[config.mk]
export PLATFORM = sky130hd
export DESIGN_NAME = sldu_top
export DESIGN_NICKNAME = d
export VERILOG_FILES = /design/src/rtl/sldu_pkg.sv /design/src/rtl/sldu_insn_queue.sv /design/src/rtl/sldu_slide_engine.sv /design/src/rtl/sldu_result_queue.sv /design/src/rtl/sldu_top.sv
export SDC_FILE = /design/constraint.sdc
export NUM_CORES = 2
export LEC_CHECK = 0
export BUFFER_PORTS_ARGS = -buffer_cell sky130_fd_sc_hd__buf_2
export CORE_ASPECT_RATIO = 1.1
export CORE_UTILIZATION = 46
export CTS_CLUSTER_DIAMETER = 40
export DETAILED_ROUTE_END_ITERATION = 6
export PLACE_DENSITY_LB_ADDON = 0.3
export SYNTH_ARGS = -nofsm -noshare
export SYNTH_HDL_FRONTEND = slang
export SYNTH_HIERARCHICAL = 1
export SYNTH_SLANG_ARGS = --single-unit
export TNS_END_PERCENT = 30
[constraint.sdc]
create_clock -name clk_i -period 48.6 [get_ports clk_i]
set_input_delay 9.72 -clock clk_i [delete_from_list [all_inputs] [get_ports clk_i]]
set_output_delay 9.72 -clock clk_i [all_outputs]
set_load 0.02 [all_outputs]
[src/rtl/sldu_pkg.sv]
// Slide unit package
// Sizes, vector types, instruction and result beat structs, engine states

`default_nettype none

package sldu_pkg;

  // Lane and register geometry
  localparam int unsigned NrLanes   = 4;
  localparam int unsigned LaneBytes = 8;
  localparam int unsigned BeatBytes = NrLanes * LaneBytes;
  localparam int unsigned VregBytes = 128;
  localparam int unsigned VregBeats = VregBytes / BeatBytes;

  // Pointer widths derived from the geometry
  localparam int unsigned BeatPntWidth = $clog2(BeatBytes);
  localparam int unsigned VrfPntWidth  = $clog2(VregBeats);

  // Queue depths
  localparam int unsigned InsnQueueDepth   = 2;
  localparam int unsigned InsnPntWidth     = $clog2(InsnQueueDepth);
  localparam int unsigned ResultQueueDepth = 2;
  localparam int unsigned ResultPntWidth   = $clog2(ResultQueueDepth);

  typedef logic [8*LaneBytes-1:0] elen_t;
  typedef logic [LaneBytes-1:0]   strb_t;
  typedef logic [2:0]             vid_t;
  // Register number times VregBeats plus beat index
  typedef logic [6:0]             vaddr_t;
  typedef logic [7:0]             vlen_t;
  // Counts 0 to BeatBytes, so one bit wider than a byte index
  typedef logic [BeatPntWidth:0]  byte_pnt_t;

  typedef enum logic [1:0] {EW8, EW16, EW32, EW64} vsew_e;

  typedef enum logic {SLIDE_UP, SLIDE_DOWN} slide_op_e;

  typedef struct packed {
    vid_t       id;
    slide_op_e  op;
    vsew_e      vsew;
    vlen_t      vl;      // Element count
    vlen_t      stride;  // Elements at the sequencer, bytes once queued
    logic [4:0] vd;
  } slide_req_t;

  typedef struct packed {
    vid_t                id;
    vaddr_t              addr;
    logic                last;
    elen_t [NrLanes-1:0] wdata;
    strb_t [NrLanes-1:0] be;
  } result_beat_t;

  typedef enum logic {SLIDE_IDLE, SLIDE_RUN} slide_state_e;

endpackage

`default_nettype wire

[src/rtl/sldu_insn_queue.sv]
// Slide instruction queue
// Circular store of pending slide instructions from the sequencer.
// Converts the slide amount from elements to bytes on accept and
// presents the oldest instruction to the slide engine.

`timescale 1ns/1ps
`default_nettype none

module sldu_insn_queue (
  input  wire logic                clk_i,
  input  wire logic                rst_ni,
  // Sequencer side
  input  sldu_pkg::slide_req_t     req_i,
  input  wire logic                req_valid_i,
  output logic                     req_ready_o,
  // Engine side
  output sldu_pkg::slide_req_t     insn_o,
  output logic                     insn_valid_o,
  input  wire logic                insn_done_i
);

  // Entry storage, payload only
  sldu_pkg::slide_req_t [sldu_pkg::InsnQueueDepth-1:0] entry_q;

  // Write side and read side pointers
  logic [sldu_pkg::InsnPntWidth-1:0] accept_pnt_q;
  logic [sldu_pkg::InsnPntWidth-1:0] issue_pnt_q;
  // Occupancy, one bit wider than the pointers
  logic [sldu_pkg::InsnPntWidth:0]   cnt_q;

  logic                 accept;
  logic                 pop;
  sldu_pkg::slide_req_t stored;

  // Room left as long as the queue is not full
  assign req_ready_o  = (cnt_q < sldu_pkg::InsnQueueDepth);
  assign accept       = req_valid_i && req_ready_o;

  // Oldest instruction goes to the engine
  assign insn_o       = entry_q[issue_pnt_q];
  assign insn_valid_o = (cnt_q != '0);
  assign pop          = insn_done_i && insn_valid_o;

  // Slide amount in bytes: element count shifted by the element width
  always_comb begin
    stored        = req_i;
    stored.stride = req_i.stride << req_i.vsew;
  end

  always_ff @(posedge clk_i) begin
    if (accept) begin
      entry_q[accept_pnt_q] <= stored;
    end
  end

  always_ff @(posedge clk_i or negedge rst_ni) begin
    if (!rst_ni) begin
      accept_pnt_q <= '0;
      issue_pnt_q  <= '0;
      cnt_q        <= '0;
    end else begin
      if (accept) begin
        // Wrap at the last entry
        if (accept_pnt_q == sldu_pkg::InsnQueueDepth - 1) accept_pnt_q <= '0;
        else accept_pnt_q <= accept_pnt_q + 1'b1;
      end
      if (pop) begin
        if (issue_pnt_q == sldu_pkg::InsnQueueDepth - 1) issue_pnt_q <= '0;
        else issue_pnt_q <= issue_pnt_q + 1'b1;
      end
      // Simultaneous accept and pop leave the count unchanged
      case ({accept, pop})
        2'b10:   cnt_q <= cnt_q + 1'b1;
        2'b01:   cnt_q <= cnt_q - 1'b1;
        default: cnt_q <= cnt_q;
      endcase
    end
  end

endmodule

`default_nettype wire

[src/rtl/sldu_slide_engine.sv]
// Slide engine
// Byte-copy FSM moving bytes from lane operand beats to result beats
// at the slide offset. Each step copies as many bytes as fit in both the
// current input beat and the partially built output beat.

`timescale 1ns/1ps
`default_nettype none

module sldu_slide_engine (
  input  wire logic                                    clk_i,
  input  wire logic                                    rst_ni,
  // Instruction queue
  input  sldu_pkg::slide_req_t                         insn_i,
  input  wire logic                                    insn_valid_i,
  output logic                                         insn_done_o,
  // Lane operands
  input  sldu_pkg::elen_t      [sldu_pkg::NrLanes-1:0] operand_i,
  input  wire logic            [sldu_pkg::NrLanes-1:0] operand_valid_i,
  output logic                 [sldu_pkg::NrLanes-1:0] operand_ready_o,
  // Result queue
  input  wire logic                                    queue_full_i,
  output sldu_pkg::result_beat_t                       beat_o,
  output logic                                         beat_push_o
);

  sldu_pkg::slide_state_e state_q, state_d;

  // Byte pointers in the input beat and in the output beat
  sldu_pkg::byte_pnt_t in_pnt_q, in_pnt_d;
  sldu_pkg::byte_pnt_t out_pnt_q, out_pnt_d;
  // Bytes still to copy for this instruction
  sldu_pkg::vlen_t     issue_cnt_q, issue_cnt_d;
  // Beat index inside the destination register
  logic [sldu_pkg::VrfPntWidth-1:0] vrf_pnt_q, vrf_pnt_d;

  // Partially built output beat, linear byte layout
  logic [sldu_pkg::BeatBytes-1:0][7:0] buf_data_q, buf_data_d;
  logic [sldu_pkg::BeatBytes-1:0]      buf_be_q, buf_be_d;
  // Buffer merged with this step's bytes
  logic [sldu_pkg::BeatBytes-1:0][7:0] merge_data;
  logic [sldu_pkg::BeatBytes-1:0]      merge_be;

  // Operand beat seen as bytes, byte b in lane b/8 at offset b%8
  logic [sldu_pkg::BeatBytes-1:0][7:0] op_bytes;
  sldu_pkg::byte_pnt_t                 src_pnt;

  sldu_pkg::vlen_t     vl_bytes;
  sldu_pkg::byte_pnt_t in_room;
  sldu_pkg::byte_pnt_t out_room;
  sldu_pkg::byte_pnt_t step_room;
  sldu_pkg::byte_pnt_t copy_bytes;
  logic                last_step;
  logic                step_ok;

  assign op_bytes = operand_i;
  assign vl_bytes = insn_i.vl << insn_i.vsew;

  // Step size: smaller free space of the two beats, capped by what is left
  assign in_room    = sldu_pkg::byte_pnt_t'(sldu_pkg::BeatBytes) - in_pnt_q;
  assign out_room   = sldu_pkg::byte_pnt_t'(sldu_pkg::BeatBytes) - out_pnt_q;
  assign step_room  = (in_room < out_room) ? in_room : out_room;
  assign last_step  = (issue_cnt_q <= sldu_pkg::vlen_t'(step_room));
  assign copy_bytes = last_step ? sldu_pkg::byte_pnt_t'(issue_cnt_q) : step_room;

  // Full operand beat available and somewhere to put the result
  assign step_ok = (&operand_valid_i) && !queue_full_i;

  // Copy the step's byte window from the input into the output beat
  always_comb begin
    merge_data = buf_data_q;
    merge_be   = buf_be_q;
    src_pnt    = '0;
    for (int o = 0; o < sldu_pkg::BeatBytes; o++) begin
      if (sldu_pkg::byte_pnt_t'(o) >= out_pnt_q &&
          sldu_pkg::byte_pnt_t'(o) < out_pnt_q + copy_bytes) begin
        src_pnt       = sldu_pkg::byte_pnt_t'(o) - out_pnt_q + in_pnt_q;
        merge_data[o] = op_bytes[src_pnt[sldu_pkg::BeatPntWidth-1:0]];
        merge_be[o]   = 1'b1;
      end
    end
  end

  // Beat handed to the result queue
  always_comb begin
    beat_o       = '0;
    beat_o.id    = insn_i.id;
    beat_o.addr  = sldu_pkg::vaddr_t'(insn_i.vd * sldu_pkg::VregBeats + vrf_pnt_q);
    beat_o.last  = last_step;
    beat_o.wdata = merge_data;
    beat_o.be    = merge_be;
  end

  always_comb begin
    state_d         = state_q;
    in_pnt_d        = in_pnt_q;
    out_pnt_d       = out_pnt_q;
    issue_cnt_d     = issue_cnt_q;
    vrf_pnt_d       = vrf_pnt_q;
    buf_data_d      = buf_data_q;
    buf_be_d        = buf_be_q;
    insn_done_o     = 1'b0;
    operand_ready_o = '0;
    beat_push_o     = 1'b0;

    unique case (state_q)
      sldu_pkg::SLIDE_IDLE: begin
        if (insn_valid_i) begin
          state_d  = sldu_pkg::SLIDE_RUN;
          buf_be_d = '0;
          if (insn_i.op == sldu_pkg::SLIDE_UP) begin
            // Read from the start, write from the offset onwards
            in_pnt_d  = '0;
            out_pnt_d = sldu_pkg::byte_pnt_t'(insn_i.stride[sldu_pkg::BeatPntWidth-1:0]);
            vrf_pnt_d = insn_i.stride[sldu_pkg::BeatPntWidth +: sldu_pkg::VrfPntWidth];
            // Bytes below the offset are never written
            issue_cnt_d = (vl_bytes > insn_i.stride) ? vl_bytes - insn_i.stride : '0;
          end else begin
            // First operand beat already holds the offset beat
            in_pnt_d    = sldu_pkg::byte_pnt_t'(insn_i.stride[sldu_pkg::BeatPntWidth-1:0]);
            out_pnt_d   = '0;
            vrf_pnt_d   = '0;
            issue_cnt_d = vl_bytes;
          end
        end
      end
      sldu_pkg::SLIDE_RUN: begin
        if (step_ok) begin
          buf_data_d  = merge_data;
          buf_be_d    = merge_be;
          in_pnt_d    = in_pnt_q + copy_bytes;
          out_pnt_d   = out_pnt_q + copy_bytes;
          issue_cnt_d = issue_cnt_q - sldu_pkg::vlen_t'(copy_bytes);
          // Input beat used up, ask the lanes for the next one
          if (in_pnt_d == sldu_pkg::byte_pnt_t'(sldu_pkg::BeatBytes) || last_step) begin
            in_pnt_d        = '0;
            operand_ready_o = '1;
          end
          // Output beat filled, send it and start a fresh one
          if (out_pnt_d == sldu_pkg::byte_pnt_t'(sldu_pkg::BeatBytes) || last_step) begin
            out_pnt_d   = '0;
            beat_push_o = 1'b1;
            vrf_pnt_d   = vrf_pnt_q + 1'b1;
            buf_be_d    = '0;
          end
          if (last_step) begin
            state_d     = sldu_pkg::SLIDE_IDLE;
            insn_done_o = 1'b1;
          end
        end
      end
    endcase
  end

  always_ff @(posedge clk_i) begin
    buf_data_q <= buf_data_d;
    buf_be_q   <= buf_be_d;
  end

  always_ff @(posedge clk_i or negedge rst_ni) begin
    if (!rst_ni) begin
      state_q     <= sldu_pkg::SLIDE_IDLE;
      in_pnt_q    <= '0;
      out_pnt_q   <= '0;
      issue_cnt_q <= '0;
      vrf_pnt_q   <= '0;
    end else begin
      state_q     <= state_d;
      in_pnt_q    <= in_pnt_d;
      out_pnt_q   <= out_pnt_d;
      issue_cnt_q <= issue_cnt_d;
      vrf_pnt_q   <= vrf_pnt_d;
    end
  end

endmodule

`default_nettype wire

[src/rtl/sldu_result_queue.sv]
// Slide result queue
// Holds result beats until every lane has granted its write request.
// The head is popped after the last grant; a popped last beat produces
// a registered done report for the sequencer.

`timescale 1ns/1ps
`default_nettype none

module sldu_result_queue (
  input  wire logic                                   clk_i,
  input  wire logic                                   rst_ni,
  // Slide engine
  input  sldu_pkg::result_beat_t                      beat_i,
  input  wire logic                                   beat_push_i,
  output logic                                        full_o,
  // Lane write ports
  output logic                [sldu_pkg::NrLanes-1:0] result_req_o,
  output sldu_pkg::vid_t      [sldu_pkg::NrLanes-1:0] result_id_o,
  output sldu_pkg::vaddr_t    [sldu_pkg::NrLanes-1:0] result_addr_o,
  output sldu_pkg::elen_t     [sldu_pkg::NrLanes-1:0] result_wdata_o,
  output sldu_pkg::strb_t     [sldu_pkg::NrLanes-1:0] result_be_o,
  input  wire logic           [sldu_pkg::NrLanes-1:0] result_gnt_i,
  // Sequencer done report
  output logic                                        done_valid_o,
  output sldu_pkg::vid_t                              done_id_o
);

  sldu_pkg::result_beat_t [sldu_pkg::ResultQueueDepth-1:0] entry_q;

  logic [sldu_pkg::ResultPntWidth-1:0] wr_pnt_q;
  logic [sldu_pkg::ResultPntWidth-1:0] rd_pnt_q;
  logic [sldu_pkg::ResultPntWidth:0]   cnt_q;
  // Lanes of the head beat still waiting for a grant
  logic [sldu_pkg::NrLanes-1:0]        pending_q;

  sldu_pkg::result_beat_t       head;
  logic                         head_valid;
  logic [sldu_pkg::NrLanes-1:0] gnt;
  logic                         pop;

  assign head       = entry_q[rd_pnt_q];
  assign head_valid = (cnt_q != '0);
  assign full_o     = (cnt_q == sldu_pkg::ResultQueueDepth);

  // Every lane sees the same beat, each with its own slice
  always_comb begin
    for (int l = 0; l < sldu_pkg::NrLanes; l++) begin
      result_req_o[l]   = head_valid && pending_q[l];
      result_id_o[l]    = head.id;
      result_addr_o[l]  = head.addr;
      result_wdata_o[l] = head.wdata[l];
      result_be_o[l]    = head.be[l];
    end
  end

  // Only grants against a live request count
  assign gnt = result_gnt_i & result_req_o;
  // Head leaves once no lane is left pending
  assign pop = head_valid && ((pending_q & ~gnt) == '0);

  always_ff @(posedge clk_i) begin
    if (beat_push_i) begin
      entry_q[wr_pnt_q] <= beat_i;
    end
  end

  always_ff @(posedge clk_i or negedge rst_ni) begin
    if (!rst_ni) begin
      wr_pnt_q     <= '0;
      rd_pnt_q     <= '0;
      cnt_q        <= '0;
      pending_q    <= '1;
      done_valid_o <= 1'b0;
      done_id_o    <= '0;
    end else begin
      if (beat_push_i) begin
        if (wr_pnt_q == sldu_pkg::ResultQueueDepth - 1) wr_pnt_q <= '0;
        else wr_pnt_q <= wr_pnt_q + 1'b1;
      end
      if (pop) begin
        if (rd_pnt_q == sldu_pkg::ResultQueueDepth - 1) rd_pnt_q <= '0;
        else rd_pnt_q <= rd_pnt_q + 1'b1;
      end
      case ({beat_push_i, pop})
        2'b10:   cnt_q <= cnt_q + 1'b1;
        2'b01:   cnt_q <= cnt_q - 1'b1;
        default: cnt_q <= cnt_q;
      endcase
      // Next head starts with all lanes pending
      pending_q    <= pop ? '1 : (pending_q & ~gnt);
      done_valid_o <= pop && head.last;
      if (pop) begin
        done_id_o <= head.id;
      end
    end
  end

endmodule

`default_nettype wire

[src/rtl/sldu_top.sv]
// Slide unit top level
// Instruction queue feeding the slide engine, which fills the per-lane
// result queue towards the vector register file

`timescale 1ns/1ps
`default_nettype none

module sldu_top (
  input  wire logic                                   clk_i,
  input  wire logic                                   rst_ni,
  // Sequencer
  input  sldu_pkg::slide_req_t                        req_i,
  input  wire logic                                   req_valid_i,
  output logic                                        req_ready_o,
  output logic                                        done_valid_o,
  output sldu_pkg::vid_t                              done_id_o,
  // Lane operands
  input  sldu_pkg::elen_t     [sldu_pkg::NrLanes-1:0] operand_i,
  input  wire logic           [sldu_pkg::NrLanes-1:0] operand_valid_i,
  output logic                [sldu_pkg::NrLanes-1:0] operand_ready_o,
  // Lane result writes
  output logic                [sldu_pkg::NrLanes-1:0] result_req_o,
  output sldu_pkg::vid_t      [sldu_pkg::NrLanes-1:0] result_id_o,
  output sldu_pkg::vaddr_t    [sldu_pkg::NrLanes-1:0] result_addr_o,
  output sldu_pkg::elen_t     [sldu_pkg::NrLanes-1:0] result_wdata_o,
  output sldu_pkg::strb_t     [sldu_pkg::NrLanes-1:0] result_be_o,
  input  wire logic           [sldu_pkg::NrLanes-1:0] result_gnt_i
);

  // Queue to engine
  sldu_pkg::slide_req_t   insn;
  logic                   insn_valid;
  logic                   insn_done;
  // Engine to result queue
  sldu_pkg::result_beat_t beat;
  logic                   beat_push;
  logic                   queue_full;

  sldu_insn_queue u_insn_queue (
    .clk_i        (clk_i),
    .rst_ni       (rst_ni),
    .req_i        (req_i),
    .req_valid_i  (req_valid_i),
    .req_ready_o  (req_ready_o),
    .insn_o       (insn),
    .insn_valid_o (insn_valid),
    .insn_done_i  (insn_done)
  );

  sldu_slide_engine u_slide_engine (
    .clk_i           (clk_i),
    .rst_ni          (rst_ni),
    .insn_i          (insn),
    .insn_valid_i    (insn_valid),
    .insn_done_o     (insn_done),
    .operand_i       (operand_i),
    .operand_valid_i (operand_valid_i),
    .operand_ready_o (operand_ready_o),
    .queue_full_i    (queue_full),
    .beat_o          (beat),
    .beat_push_o     (beat_push)
  );

  sldu_result_queue u_result_queue (
    .clk_i          (clk_i),
    .rst_ni         (rst_ni),
    .beat_i         (beat),
    .beat_push_i    (beat_push),
    .full_o         (queue_full),
    .result_req_o   (result_req_o),
    .result_id_o    (result_id_o),
    .result_addr_o  (result_addr_o),
    .result_wdata_o (result_wdata_o),
    .result_be_o    (result_be_o),
    .result_gnt_i   (result_gnt_i),
    .done_valid_o   (done_valid_o),
    .done_id_o      (done_id_o)
  );

endmodule

`default_nettype wire

==> flow_metrics.env <==
export IMPL_outcome="completed"
export IMPL_io_buffers=634
export IMPL_netlist_instances=3302
export IMPL_nFillCells=9993
export IMPL_wl_um=195000
export IMPL_maxCapViolations=0
export IMPL_required_ns=38.88
export IMPL_crit_start="operand_valid_i[0]"
export IMPL_htree_levels=4
export IMPL_async_reset_ff_share_pct=3.98
export IMPL_setup_viol=0
export IMPL_drtPass1Iterations=5
export IMPL_timing_rr_end="u_result_queue/entry_q[178]"
export IMPL_reg2reg_from="u_slide_engine/out_pnt_q[1]"
export IMPL_min_to="u_result_queue/done_id_o[1]"
export IMPL_cts_buffers=134
export IMPL_worstSetupPathType="in -> out"
export IMPL_slew_viol_final=0
export IMPL_cts_resized=0
export IMPL_synth_compound_area_share_pct=3.01
export IMPL_min_path_type="reg -> reg"
export IMPL_first_global_vias=35300
export IMPL_syn_area_per_cell_um2=17.3
export IMPL_path_clk_slew_ns=0.05
export IMPL_final_hold_viol_count=0
export IMPL_cp_num_buf_inv=2
export IMPL_place_ws_ns=27.63
export IMPL_slew_headroom_pct=17.0
export IMPL_synth_top_cells_by_count="edfxtp_1, mux2_2, mux4_2, clkbuf_1, a21oi_1"
export IMPL_fp_dieW_um=338
export IMPL_hold_buffers=0
export IMPL_fin_tns_setup_ns=0
export IMPL_grt_antenna_before_repair=48
export IMPL_min_path_cells=1
export IMPL_post_drt_wl_per_cell_um=34.2
export IMPL_path_cells="buf_2, and4b_1, nand3_1, a21oi_1, buf_2"
export IMPL_die_area_um2=126000
export IMPL_fin_nets=4284
export IMPL_grt_first_pass_wirelength_um=266000
export IMPL_cts_tree="done"
export IMPL_clockBufferDepth=3
export IMPL_setup_ws_ns=27.69
export IMPL_muxShareOfSynthArea_pct=38.3
export IMPL_initial_core_util_pct=46.4
export IMPL_crit_family="simple AND/OR/NAND/NOR gates"
export IMPL_drc=0
export IMPL_crit_path_frequent_cell="buf_2"
export IMPL_synth_seq_cells=979
export IMPL_synth_edf_count=940
export IMPL_finClkSkew_ns=0.0382
export IMPL_drive_gt1_share_pct=57.6
export IMPL_insertion_delay_ns=0.80
export IMPL_ys_warn_count=6
export IMPL_synth_nets=3672
export IMPL_endpoint_kind="output port"
export IMPL_track_usage_pct=30.5
export IMPL_design_core_area_um2=123000
export IMPL_grt_start_max_net_pins=74
export IMPL_crit_path_max_fanout=8
export IMPL_final_antenna_net_count=0
export IMPL_gp_congestion=0.976
export IMPL_cts_setup_buffers=0
export IMPL_area_delta_synth_final_pct=16.5
export IMPL_synth_cell_type_count=81
export IMPL_synthXorXnorAreaFrac_pct=1.24
export IMPL_synth_ff_type="edfxtp_1"
export IMPL_root_buffer="clkbuf_16"
export IMPL_synth_most_common_cell="edfxtp_1"
export IMPL_worstHoldStart="u_result_queue/done_id_o[1]"
export IMPL_worst_pin_slew_ns=1.24
export IMPL_drtIter0Drc=4527
export IMPL_cp_arrival_ns=11.19
export IMPL_critPathLaunchType="input pin"
export IMPL_yosys_area_share_simple_pct=1.93
export IMPL_synth_area_um2=57200
export IMPL_synth_seq_area_share_pct=51.1
export IMPL_synth_top_family_by_area="multiplexers"
export IMPL_num_io_pins=635
export IMPL_synth_top_area_share_pct=49.4
export IMPL_via_count=36800
export IMPL_cpPeakStageDelay_ns=0.54
export IMPL_cpMaxStageDelayCell="a21oi_1"
export IMPL_yosys_area_top_type="edfxtp_1"
export IMPL_synthAdderAreaFrac_pct=1.87
export IMPL_fin_crit_sh_pct=43.0
export IMPL_synthTopCellsByArea="edfxtp_1, mux4_2, mux2_2, dfrtp_1, mux2_1"
export IMPL_hpwl_um=150000
export IMPL_fin_crit_ns=20.91
export IMPL_die_h_um=372
export IMPL_fmax_mhz=47.8
export IMPL_viasPerCell=6.47
export IMPL_worst_r2r_cell_count=29
export IMPL_clock_sinks=979
export IMPL_grt_overflow=0
export IMPL_rows=135
export IMPL_rsz0062_at_grt="false"
export IMPL_reg2reg_slack_ns=37.51
==> state kept, by name, summed over array words and instances, names as in the netlist <==
name                         count
u_slide_engine/out_pnt_q         6
u_result_queue/done_id_o         3
u_insn_queue/issue_pnt_q         1
u_insn_queue/cnt_q               2
u_slide_engine/issue_cnt_q       8
u_result_queue/pending_q         4
u_slide_engine/buf_be_q         32
u_insn_queue/accept_pnt_q        1
u_slide_engine/state_q           1
u_result_queue/entry_q         598
u_slide_engine/in_pnt_q          6
u_result_queue/rd_pnt_q          1
u_insn_queue/entry_q            54
u_result_queue/done_valid_o      1
u_slide_engine/buf_data_q      256
u_result_queue/wr_pnt_q          1
u_result_queue/cnt_q             2
u_slide_engine/vrf_pnt_q         2
==> layout make-up <==
type,instances,area [um^2],area share (%)
Sequential cell,979,29200,43.9
Multi-Input combinational cell,2009,26700,40.1
Timing Repair Buffer,713,3770,5.66
Clock buffer,150,3430,5.16
Tap cell,1644,2060,3.09
Clock inverter,91,1040,1.56
Inverter,77,297,0.445
Antenna cell,29,72.6,0.109
==> through the flow <==
step | cells | hold slack [ns] | utilization, % | instance area, um^2
final | 5692 | 0.510 | 54.0 | 66600
after global routing | 5678 | 0.522 | 54.0 | 66600
after CTS | 5663 | 0.514 | 54.0 | 66500
after detailed placement | 5422 | 0.502 | 50.3 | 62100
after global placement | 5422 | 0.495 | 50.3 | 62100
after floorplan | 3302 | 0.454 | - | 57200
==> routing by layer <==
| metal | wire length (um) | part of all wire [%] | global-route usage (%) |
|---|---|---|---|
| met1 | 73700 | 38 | 39.8 |
| met2 | 89900 | 46 | 46.7 |
| met3 | 22300 | 11 | 9.98 |
| met4 | 8460 | 4.3 | 13.6 |
| met5 | 227 | 0.12 | 0 |
==> layout by cell type (no fill, tap or decap), types with 7 or more instances in the layout <==
cell type | netlist | final
mux2i_1 | 28 | 28
mux2_2 | 738 | 738
a221oi_1 | 15 | 15
xnor2_1 | 52 | 36
nor2_1 | 75 | 73
nor2b_1 | 9 | 9
buf_4 | 49 | 79
mux2_1 | 74 | 74
diode_2 | 0 | 29
fa_1 | 16 | 14
inv_6 | 0 | 20
clkinv_1 | 1 | 12
nand3_1 | 8 | 8
a21o_1 | 16 | 16
a21oi_1 | 79 | 79
clkinv_4 | 0 | 9
o21ai_0 | 44 | 44
clkbuf_16 | 0 | 135
clkinv_2 | 0 | 17
nand2_1 | 59 | 59
inv_1 | 74 | 72
dfrtp_1 | 35 | 34
nor3_1 | 8 | 7
edfxtp_1 | 940 | 940
or2_2 | 16 | 16
clkinv_8 | 0 | 7
xnor2_2 | 0 | 16
mux4_2 | 552 | 552
clkbuf_1 | 112 | 15
ha_1 | 60 | 59
and2_1 | 11 | 10
clkinvlp_4 | 0 | 7
buf_2 | 38 | 634
bufinv_16 | 0 | 11
o21a_1 | 14 | 14
xor2_1 | 24 | 22
==> how the worst max path moves through the flow <==
stage                           endpoint  cells after the start  slack, ns
6_report              operand_ready_o[0]                      5      27.69
5_1_grt               operand_ready_o[0]                      5      27.55
4_1_cts               operand_ready_o[0]                      5      27.61
3_5_place_dp          operand_ready_o[0]                      5      27.63
3_3_place_gp          operand_ready_o[0]                      5      27.69
2_1_floorplan  u_result_queue/entry_q[0]                      5      24.86
==> cell families after synthesis <==
group	count (synthesis)
flip-flops	979
buffers and inverters	314
AO/OA/AOI/OAI	235
multiplexers	1396
XOR/XNOR	78
adder cells (fa/ha/maj)	76
AND/OR/NAND/NOR	224
Power is not shown: default switching activity piles up to over one toggle a cycle in this logic, so the estimate is an artifact.
